<file path="src/common/dbg_pkg.sv">
`default_nettype none

package dbg_pkg;

    // ****************************************
    // buffer geometry
    // ****************************************
    localparam int DATA_WIDTH = 32;
    localparam int NUM_BANKS  = 2;
    localparam int LANE_WIDTH = DATA_WIDTH / NUM_BANKS;
    localparam int ADDR_WIDTH = 6;
    localparam int DEPTH      = 1 << ADDR_WIDTH;

    // highest buffer address, also the post-trigger span at zero pre-trigger
    localparam logic [ADDR_WIDTH-1:0] LAST_ADDR = ADDR_WIDTH'(DEPTH - 1);

    // match counter
    localparam int CNT_WIDTH = 4;

    // readout credits
    localparam int CREDIT_MAX   = 4;
    localparam int CREDIT_WIDTH = 3;

    // ****************************************
    // capture FSM encoding
    // ****************************************
    localparam int                    CAP_STATE_WIDTH = 3;
    localparam logic [CAP_STATE_WIDTH-1:0] CAP_IDLE = 3'd0;
    localparam logic [CAP_STATE_WIDTH-1:0] CAP_PRE  = 3'd1;
    localparam logic [CAP_STATE_WIDTH-1:0] CAP_WAIT = 3'd2;
    localparam logic [CAP_STATE_WIDTH-1:0] CAP_POST = 3'd3;
    localparam logic [CAP_STATE_WIDTH-1:0] CAP_DONE = 3'd4;

    // one sample word, seen whole or split into memory lanes
    typedef union packed {
        logic [DATA_WIDTH-1:0]                full;
        logic [NUM_BANKS-1:0][LANE_WIDTH-1:0] lane;
    } dbg_word_u;

endpackage

`default_nettype wire

</file>
<file path="src/capture_ctrl/capture_ctrl.sv">
`timescale 1ns/1ns
`default_nettype none

module capture_ctrl (
    input  wire                               clk,
    input  wire                               arst_n,

    // ****************************************
    // host configuration
    // ****************************************
    input  wire                               capture_enable,
    input  wire                               capture_start,
    input  wire  [dbg_pkg::ADDR_WIDTH-1:0]    pre_trigger_num,
    input  wire  [dbg_pkg::DATA_WIDTH-1:0]    trigger_pattern,
    input  wire  [dbg_pkg::DATA_WIDTH-1:0]    trigger_mask,
    input  wire                               cnt_wrap_mode,
    input  wire                               cnt_clr,

    // sample stream
    input  wire  [dbg_pkg::DATA_WIDTH-1:0]    smp_data,
    input  wire                               smp_vld,

    // from readout side
    input  wire                               readout_done,

    // ****************************************
    // status and bank write port
    // ****************************************
    output logic [dbg_pkg::ADDR_WIDTH-1:0]    tri_addr,
    output logic [dbg_pkg::ADDR_WIDTH-1:0]    read_start_addr,
    output logic                              capture_done,
    output logic [dbg_pkg::CNT_WIDTH-1:0]     match_cnt,
    output logic                              bank_wr_en,
    output logic [dbg_pkg::ADDR_WIDTH-1:0]    bank_wr_addr,
    output dbg_pkg::dbg_word_u                bank_wr_data
);

    logic [dbg_pkg::CAP_STATE_WIDTH-1:0] state;
    logic [dbg_pkg::ADDR_WIDTH-1:0]      wr_ptr;
    logic [dbg_pkg::ADDR_WIDTH-1:0]      stored_cnt;
    logic [dbg_pkg::ADDR_WIDTH-1:0]      stored_nxt;
    logic [dbg_pkg::ADDR_WIDTH-1:0]      post_cnt;
    logic                                armed;
    logic                                match_hit;
    logic                                trig_hit;

    // shared by trigger and match counter
    assign match_hit = ((smp_data ^ trigger_pattern) & trigger_mask) == '0;

    assign armed = (state == dbg_pkg::CAP_PRE) || (state == dbg_pkg::CAP_WAIT) ||
                   (state == dbg_pkg::CAP_POST);

    // write lands on the same edge as the sample
    assign bank_wr_en        = armed && capture_enable && smp_vld;
    assign bank_wr_addr      = wr_ptr;
    assign bank_wr_data.full = smp_data;

    assign trig_hit   = bank_wr_en && (state == dbg_pkg::CAP_WAIT) && match_hit;
    assign stored_nxt = stored_cnt + 1'b1;

    assign capture_done = (state == dbg_pkg::CAP_DONE);

    // ****************************************
    // capture sequencing
    // ****************************************
    always_ff @(posedge clk or negedge arst_n) begin
        if (!arst_n) begin
            state    <= dbg_pkg::CAP_IDLE;
            post_cnt <= '0;
        end else begin
            case (state)
                dbg_pkg::CAP_IDLE: begin
                    if (capture_start && capture_enable) begin
                        state <= (pre_trigger_num == '0) ? dbg_pkg::CAP_WAIT : dbg_pkg::CAP_PRE;
                    end
                end
                dbg_pkg::CAP_PRE: begin
                    if (!capture_enable) begin
                        state <= dbg_pkg::CAP_IDLE;
                    end else if (bank_wr_en && (stored_nxt == pre_trigger_num)) begin
                        state <= dbg_pkg::CAP_WAIT;
                    end
                end
                dbg_pkg::CAP_WAIT: begin
                    if (!capture_enable) begin
                        state <= dbg_pkg::CAP_IDLE;
                    end else if (trig_hit) begin
                        // remaining post-trigger samples
                        post_cnt <= dbg_pkg::LAST_ADDR - pre_trigger_num;
                        if (pre_trigger_num == dbg_pkg::LAST_ADDR) begin
                            state <= dbg_pkg::CAP_DONE;
                        end else begin
                            state <= dbg_pkg::CAP_POST;
                        end
                    end
                end
                dbg_pkg::CAP_POST: begin
                    if (!capture_enable) begin
                        state <= dbg_pkg::CAP_IDLE;
                    end else if (bank_wr_en) begin
                        post_cnt <= post_cnt - 1'b1;
                        if (post_cnt == 1) begin
                            state <= dbg_pkg::CAP_DONE;
                        end
                    end
                end
                dbg_pkg::CAP_DONE: begin
                    if (readout_done) begin
                        state <= dbg_pkg::CAP_IDLE;
                    end
                end
                default: state <= dbg_pkg::CAP_IDLE;
            endcase
        end
    end

    // write pointer and pre-trigger fill count, restart from zero while idle
    always_ff @(posedge clk or negedge arst_n) begin
        if (!arst_n) begin
            wr_ptr     <= '0;
            stored_cnt <= '0;
        end else if (state == dbg_pkg::CAP_IDLE) begin
            wr_ptr     <= '0;
            stored_cnt <= '0;
        end else begin
            if (bank_wr_en) begin
                wr_ptr <= wr_ptr + 1'b1;
            end
            if (bank_wr_en && (state == dbg_pkg::CAP_PRE)) begin
                stored_cnt <= stored_nxt;
            end
        end
    end

    // trigger location, wraps modulo DEPTH
    always_ff @(posedge clk) begin
        if (trig_hit) begin
            tri_addr        <= wr_ptr;
            read_start_addr <= wr_ptr - pre_trigger_num;
        end
    end

    // ****************************************
    // match counter
    // ****************************************
    always_ff @(posedge clk or negedge arst_n) begin
        if (!arst_n) begin
            match_cnt <= '0;
        end else if (cnt_clr) begin
            match_cnt <= '0;
        end else if (bank_wr_en && match_hit) begin
            // saturate at all ones unless wrapping
            if (cnt_wrap_mode || (match_cnt != '1)) begin
                match_cnt <= match_cnt + 1'b1;
            end
        end
    end

    // buffer exactly full at capture end, oldest sample sits at the next write slot
    a_full_at_done: assert property (
        @(posedge clk) disable iff (!arst_n)
        capture_done |-> (wr_ptr == read_start_addr)
    );

endmodule

`default_nettype wire

</file>
<file path="src/design/capture_bank.sv">
`timescale 1ns/1ns
`default_nettype none

module capture_bank (
    input  wire                               clk,

    // write side, from capture
    input  wire                               wr_en,
    input  wire  [dbg_pkg::ADDR_WIDTH-1:0]    wr_addr,
    input  wire  [dbg_pkg::LANE_WIDTH-1:0]    wr_data,

    // read side, to readout
    input  wire                               rd_en,
    input  wire  [dbg_pkg::ADDR_WIDTH-1:0]    rd_addr,
    output logic [dbg_pkg::LANE_WIDTH-1:0]    rd_data
);

    logic [dbg_pkg::LANE_WIDTH-1:0] mem [dbg_pkg::DEPTH];

    always_ff @(posedge clk) begin
        if (wr_en) begin
            mem[wr_addr] <= wr_data;
        end
    end

    // one cycle read, data held between reads
    always_ff @(posedge clk) begin
        if (rd_en) begin
            rd_data <= mem[rd_addr];
        end
    end

    // capture and readout never overlap, so no read-during-write
    a_no_rw_collision: assert property (
        @(posedge clk)
        !(wr_en && rd_en && (wr_addr == rd_addr))
    );

endmodule

`default_nettype wire

</file>
<file path="src/readout_ctrl/readout_ctrl.sv">
`timescale 1ns/1ns
`default_nettype none

module readout_ctrl (
    input  wire                               clk,
    input  wire                               arst_n,

    // ****************************************
    // capture status and host control
    // ****************************************
    input  wire                               capture_done,
    input  wire                               readout_start,
    input  wire  [dbg_pkg::ADDR_WIDTH-1:0]    read_start_addr,
    input  wire                               credit_return,

    // bank read port
    input  wire  [dbg_pkg::NUM_BANKS-1:0][dbg_pkg::LANE_WIDTH-1:0] bank_rd_data,
    output logic                              bank_rd_en,
    output logic [dbg_pkg::ADDR_WIDTH-1:0]    bank_rd_addr,

    // ****************************************
    // readout stream
    // ****************************************
    output logic [dbg_pkg::DATA_WIDTH-1:0]    out_data,
    output logic                              out_vld,
    output logic                              readout_done
);

    logic                                busy;
    logic [dbg_pkg::ADDR_WIDTH-1:0]      rd_addr;
    logic [dbg_pkg::ADDR_WIDTH:0]        remain_cnt;
    logic [dbg_pkg::CREDIT_WIDTH-1:0]    credit_cnt;
    logic                                last_vld;
    dbg_pkg::dbg_word_u                  rd_word;

    // read only with words left and a credit in hand
    assign bank_rd_en   = busy && (remain_cnt != '0) && (credit_cnt != '0);
    assign bank_rd_addr = rd_addr;

    // join lanes back into one sample
    always_comb begin
        rd_word.lane = bank_rd_data;
    end
    assign out_data = rd_word.full;

    always_ff @(posedge clk or negedge arst_n) begin
        if (!arst_n) begin
            busy       <= 1'b0;
            rd_addr    <= '0;
            remain_cnt <= '0;
        end else if (readout_done) begin
            busy <= 1'b0;
        end else if (readout_start && capture_done && !busy) begin
            busy       <= 1'b1;
            rd_addr    <= read_start_addr;
            remain_cnt <= dbg_pkg::DEPTH[dbg_pkg::ADDR_WIDTH:0];
        end else if (bank_rd_en) begin
            // address wraps past the top of the buffer
            rd_addr    <= rd_addr + 1'b1;
            remain_cnt <= remain_cnt - 1'b1;
        end
    end

    // ****************************************
    // credit accounting
    // ****************************************
    always_ff @(posedge clk or negedge arst_n) begin
        if (!arst_n) begin
            credit_cnt <= dbg_pkg::CREDIT_MAX[dbg_pkg::CREDIT_WIDTH-1:0];
        end else begin
            case ({credit_return, bank_rd_en})
                2'b10:   credit_cnt <= credit_cnt + 1'b1;
                2'b01:   credit_cnt <= credit_cnt - 1'b1;
                default: credit_cnt <= credit_cnt;
            endcase
        end
    end

    // valid follows the bank read, done one cycle after the last word
    always_ff @(posedge clk or negedge arst_n) begin
        if (!arst_n) begin
            out_vld      <= 1'b0;
            last_vld     <= 1'b0;
            readout_done <= 1'b0;
        end else begin
            out_vld      <= bank_rd_en;
            last_vld     <= bank_rd_en && (remain_cnt == 1);
            readout_done <= last_vld;
        end
    end

    // host must not return more credits than words received
    a_credit_max: assert property (
        @(posedge clk) disable iff (!arst_n)
        credit_cnt <= dbg_pkg::CREDIT_MAX
    );

endmodule

`default_nettype wire

</file>
<file path="src/design/dbg_core.sv">
`timescale 1ns/1ns
`default_nettype none

module dbg_core (
    input  wire                               clk,
    input  wire                               arst_n,

    // sample stream
    input  wire  [dbg_pkg::DATA_WIDTH-1:0]    smp_data,
    input  wire                               smp_vld,

    // ****************************************
    // host configuration
    // ****************************************
    input  wire                               capture_enable,
    input  wire                               capture_start,
    input  wire  [dbg_pkg::ADDR_WIDTH-1:0]    pre_trigger_num,
    input  wire  [dbg_pkg::DATA_WIDTH-1:0]    trigger_pattern,
    input  wire  [dbg_pkg::DATA_WIDTH-1:0]    trigger_mask,
    input  wire                               cnt_wrap_mode,
    input  wire                               cnt_clr,
    input  wire                               readout_start,
    input  wire                               credit_return,

    // ****************************************
    // status and readout stream
    // ****************************************
    output wire  [dbg_pkg::ADDR_WIDTH-1:0]    tri_addr,
    output wire  [dbg_pkg::ADDR_WIDTH-1:0]    read_start_addr,
    output wire                               capture_done,
    output wire  [dbg_pkg::CNT_WIDTH-1:0]     match_cnt,
    output wire  [dbg_pkg::DATA_WIDTH-1:0]    out_data,
    output wire                               out_vld
);

    wire                                                    bank_wr_en;
    wire [dbg_pkg::ADDR_WIDTH-1:0]                          bank_wr_addr;
    dbg_pkg::dbg_word_u                                     bank_wr_data;
    wire                                                    bank_rd_en;
    wire [dbg_pkg::ADDR_WIDTH-1:0]                          bank_rd_addr;
    wire [dbg_pkg::NUM_BANKS-1:0][dbg_pkg::LANE_WIDTH-1:0]  bank_rd_data;
    wire                                                    readout_done;

    capture_ctrl u_capture_ctrl (
        .clk             (clk),
        .arst_n          (arst_n),
        .capture_enable  (capture_enable),
        .capture_start   (capture_start),
        .pre_trigger_num (pre_trigger_num),
        .trigger_pattern (trigger_pattern),
        .trigger_mask    (trigger_mask),
        .cnt_wrap_mode   (cnt_wrap_mode),
        .cnt_clr         (cnt_clr),
        .smp_data        (smp_data),
        .smp_vld         (smp_vld),
        .readout_done    (readout_done),
        .tri_addr        (tri_addr),
        .read_start_addr (read_start_addr),
        .capture_done    (capture_done),
        .match_cnt       (match_cnt),
        .bank_wr_en      (bank_wr_en),
        .bank_wr_addr    (bank_wr_addr),
        .bank_wr_data    (bank_wr_data)
    );

    // one memory per lane, shared addresses
    for (genvar g = 0; g < dbg_pkg::NUM_BANKS; g++) begin : g_bank
        capture_bank u_capture_bank (
            .clk     (clk),
            .wr_en   (bank_wr_en),
            .wr_addr (bank_wr_addr),
            .wr_data (bank_wr_data.lane[g]),
            .rd_en   (bank_rd_en),
            .rd_addr (bank_rd_addr),
            .rd_data (bank_rd_data[g])
        );
    end

    readout_ctrl u_readout_ctrl (
        .clk             (clk),
        .arst_n          (arst_n),
        .capture_done    (capture_done),
        .readout_start   (readout_start),
        .read_start_addr (read_start_addr),
        .credit_return   (credit_return),
        .bank_rd_data    (bank_rd_data),
        .bank_rd_en      (bank_rd_en),
        .bank_rd_addr    (bank_rd_addr),
        .out_data        (out_data),
        .out_vld         (out_vld),
        .readout_done    (readout_done)
    );

endmodule

`default_nettype wire

</file>
<file path="config.mk">
export PLATFORM = sky130hd
export DESIGN_NAME = dbg_core
export DESIGN_NICKNAME = d
export VERILOG_FILES = /design/src/common/dbg_pkg.sv /design/src/capture_ctrl/capture_ctrl.sv /design/src/design/capture_bank.sv /design/src/readout_ctrl/readout_ctrl.sv /design/src/design/dbg_core.sv
export SDC_FILE = /design/constraint.sdc
export NUM_CORES = 2
export LEC_CHECK = 0
export ABC_AREA = 1
export BUFFER_PORTS_ARGS = -buffer_cell sky130_fd_sc_hd__buf_2
export CORE_MARGIN = 2
export CORE_UTILIZATION = 44
export CTS_BUF_LIST = sky130_fd_sc_hd__clkbuf_8
export CTS_CLUSTER_SIZE = 20
export DETAILED_ROUTE_END_ITERATION = 10
export PLACE_DENSITY = 0.71
export RECOVER_POWER = 100
export SYNTH_ARGS = -nofsm -noshare
export SYNTH_HDL_FRONTEND = slang
export SYNTH_SLANG_ARGS = --single-unit
</file>
<file path="constraint.sdc">
create_clock -name clk -period 8.25 [get_ports clk]
set_input_delay 2.0625 -clock clk [delete_from_list [all_inputs] [get_ports clk]]
set_output_delay 2.0625 -clock clk [all_outputs]
set_load 0.005 [all_outputs]
</file>
==> results.toml <==
[run_status]
status = "finished, violations left"
violations = "max-capacitance violations, max-slew violations"

[final_layout]
syn2layout_area_growth_pct = 9.83
fin_area_um2 = 93600
mostFrequentLayoutCells = "edfxtp_1 (2,092), nor2_1 (1,341), o21ai_0 (1,013)"
finalNetCount = 6905
utilization = 0.486
layout-drive-gt1-share = 0.0833
final_common_cell = "edfxtp_1"

[critical_path]
end_kind = "flip-flop"
cp_max_fo = 65
cpPeakStageDelay_ns = 3.08
reg2reg_depth = 7
critPathRequiredTime_ns = 9.11
crit_chain = "nand2_1, inv_6, clkbuf_1, a21oi_1, nand3_1, nand3_1, nand2_1"
worstPathArrival_ns = 7.10
worstSetupPathType = "flip-flop to flip-flop"
r2r_start = "u_readout_ctrl.bank_rd_addr[2]"
reg2reg_to = "g_bank[1].u_capture_bank.rd_data[4]"
r2r_setup_slack_ns = 2.01
crit_slowest_cell = "clkbuf_1"
start_kind = "flip-flop"

[power]
max-vdd-ir-drop_mv = 0.542
power.leakage_nw = 30.4
power_density_nw_per_um2 = 333
p_total_w = 0.0312

[detailed_routing]
antenna_left = 0
wl_per_cell_um = 26.0
vias_per_cell = 5.91
drt_iter0_drc = 8426
first_pass_iters = 6
vias = 56300
routed_wirelength_um = 248000
drc = 0

[global_route]
groute.usage.overall = 0.244
grt_pass1_wl_um = 354000
grt-ovfl-total = 0
grt_pass1_vias = 53200
grt_antenna_before_repair = 16
grt_max_degree = 251

[min_path]
hold_class = "flip-flop to flip-flop"
worstHoldPathCells = 0
min_to = "u_readout_ctrl.readout_done"
min_from = "u_readout_ctrl.last_vld"

[timing]
relSlewSlack = -1.89
rsz0062_at_grt = "no"
period_share = 0.757
finalHoldViolCount = 0
worst_pin_slew_ns = 4.34
finalCriticalPeriod_ns = 6.24
setup_viol = 0
finClkSkew_ns = 0.0661
setup_tns_ns = 0
fmax_mhz = 160
maxSlewViolCount = 3805

[synthesis]
ys_seq_area_frac = 0.750
synth_xor_area_frac = 0.00123
synthDistinctLibCells = 41
synthAdderAreaFrac = 0.00252
synth_area_per_cell_um2 = 12.9
netlist_instances = 6621
synth_compound_area_frac = 0.113
synth-seq-cells = 2137
synth_warnings = 0
yosys.area_share.simple = 0.103
synth_top_family_by_area = "compound AO/OA/AOI/OAI gates"
synth.mux.area_fraction = 0
synth_nets = 6748
synthesis.area_um2 = 85200

[placed_design]
dp_hpwl_um = 141000
place_congestion = 0.952
dpl_cell_area_um2 = 88400
io_buffers = 160

[floorplan]
start_util = 0.443
io_pins = 161
die_area_um2 = 197000
die_w_um = 444
rows = 161
core_area_um2 = 193000
die_y_um = 444

[cts]
cts.sinks = 2137
cts_resized = 0
clock_latency_ns = 1.08
clockRootBuffer = "clkbuf_8"
post-cts-setup-buffer-count = 0
cts_tree = "done"
clock_path_buffers = 4
cts.clk_slew.worst_paths_ns = 0.06
cts_inserted_buffers = 337
h-tree-depth = 5
cts.hold.buffers_added = 0

[run]
drv_cap = 99
## state kept, by name (all words and copies together) (netlist names), 3 cells and up
name                            count
g_bank.u_capture_bank.mem        2048
g_bank.u_capture_bank.rd_data      32
u_readout_ctrl.remain_cnt           7
u_capture_ctrl.bank_wr_addr         6
u_capture_ctrl.post_cnt             6
u_capture_ctrl.read_start_addr      6
u_capture_ctrl.stored_cnt           6
u_capture_ctrl.tri_addr             6
u_readout_ctrl.bank_rd_addr         6
u_capture_ctrl.match_cnt            4
u_capture_ctrl.state                3
u_readout_ctrl.credit_cnt           3
## power breakdown
| group | total (W) | internal (W) | switching [W] |
|---|---|---|---|
| clock | 0.00813 | 0.00411 | 0.00402 |
| sequential | 0.0125 | 0.0122 | 0.000270 |
| combinational | 0.0105 | 0.00260 | 0.00790 |
| total | 0.0312 | 0.0190 | 0.0122 |
## worst max-delay path: cells and delay by family (launching register included)
family | cells | cell delay [ns]
AO/OA/AOI/OAI | 1 | 0.76
AND/OR/NAND/NOR | 4 | 1.03
buffers and inverters | 2 | 3.52
flip-flops | 1 | 0.73
## metrics by stage
| step | cells | setup slack, ns | hold WS [ns] |
|---|---|---|---|
| 3_5_place_dp | 8965 | 2.88 | 0.336 |
| 3_3_place_gp | 8965 | 2.95 | 0.334 |
| 2_1_floorplan | 6621 | 2.88 | 0.331 |
| 6_report | 9533 | 2.01 | 0.347 |
| 4_1_cts | 9521 | 3.80 | 0.351 |
| 5_1_grt | 9527 | 1.84 | 0.368 |
## kinds of logic after synthesis
| kind of cell | count (synthesis) |
|---|---|
| AO/OA/AOI/OAI | 1718 |
| XOR/XNOR | 12 |
| adder cells (fa/ha/maj) | 16 |
| buffers and inverters | 554 |
| flip-flops | 2137 |
| AND/OR/NAND/NOR | 2184 |
## how the worst max path moves through the flow
stage | to | slack [ns] | startpoint | cells after the start
after global placement | u_capture_ctrl.read_start_addr[5] | 2.95 | smp_data[9] | 8
after floorplan | g_bank[0].u_capture_bank.mem[7][0] | 2.88 | capture_enable | 7
after detailed placement | u_capture_ctrl.read_start_addr[5] | 2.88 | smp_data[9] | 8
final | g_bank[1].u_capture_bank.rd_data[4] | 2.01 | u_readout_ctrl.bank_rd_addr[2] | 7
after CTS | g_bank[0].u_capture_bank.rd_data[11] | 3.80 | u_readout_ctrl.bank_rd_addr[2] | 10
after global routing | u_capture_ctrl.read_start_addr[2] | 1.84 | smp_data[7] | 7
## Yosys cell counts, drive strengths merged
cell type / instances / area [µm²]
ha: 14 / 175
o21ai: 1050 / 5260
nand3b: 1 / 7.51
o211ai: 225 / 1690
buf: 186 / 1150
xnor2: 4 / 35.0
clkbuf: 250 / 938
or2: 7 / 43.8
a21oi: 113 / 566
nor3: 13 / 65.1
edfxtp: 2092 / 62800
dfstp: 1 / 26.3
nand4: 42 / 263
nand2: 459 / 1730
o221ai: 32 / 280
a31oi: 4 / 25.0
a211oi: 2 / 15.0
nor4: 1 / 6.26
o31ai: 1 / 7.51
nor3b: 2 / 15.0
o21bai: 2 / 15.0
dfrtp: 44 / 1100
nor2: 1351 / 5090
a221oi: 1 / 8.76
xor2: 8 / 70.1
and2: 1 / 6.26
o22ai: 287 / 1800
a32o: 1 / 10.0
clkinv: 2 / 7.51
fa: 2 / 40.0
inv: 116 / 435
nand3: 307 / 1540
## area by class of cell
| type | instances | area [µm²] |
|---|---|---|
| Fill cell | 16400 | 99000 |
| Sequential cell | 2137 | 64000 |
| Multi-Input combinational cell | 3930 | 18800 |
| Clock buffer | 346 | 4760 |
| Tap cell | 2526 | 3160 |
| Timing Repair Buffer | 254 | 1360 |
| Clock inverter | 210 | 1060 |
| Inverter | 118 | 473 |
| Antenna cell | 12 | 30.0 |
## routing by layer
layer | vias up | track usage | routed length (µm)
li1 | 24700 | - | -
met1 | 27700 | 0.321 | 91900
met2 | 3324 | 0.372 | 113000
met3 | 556 | 0.0534 | 26900
met4 | 6 | 0.150 | 15900
met5 | - | 0 | 27
Note: power is estimated with default switching activity, not from simulation.
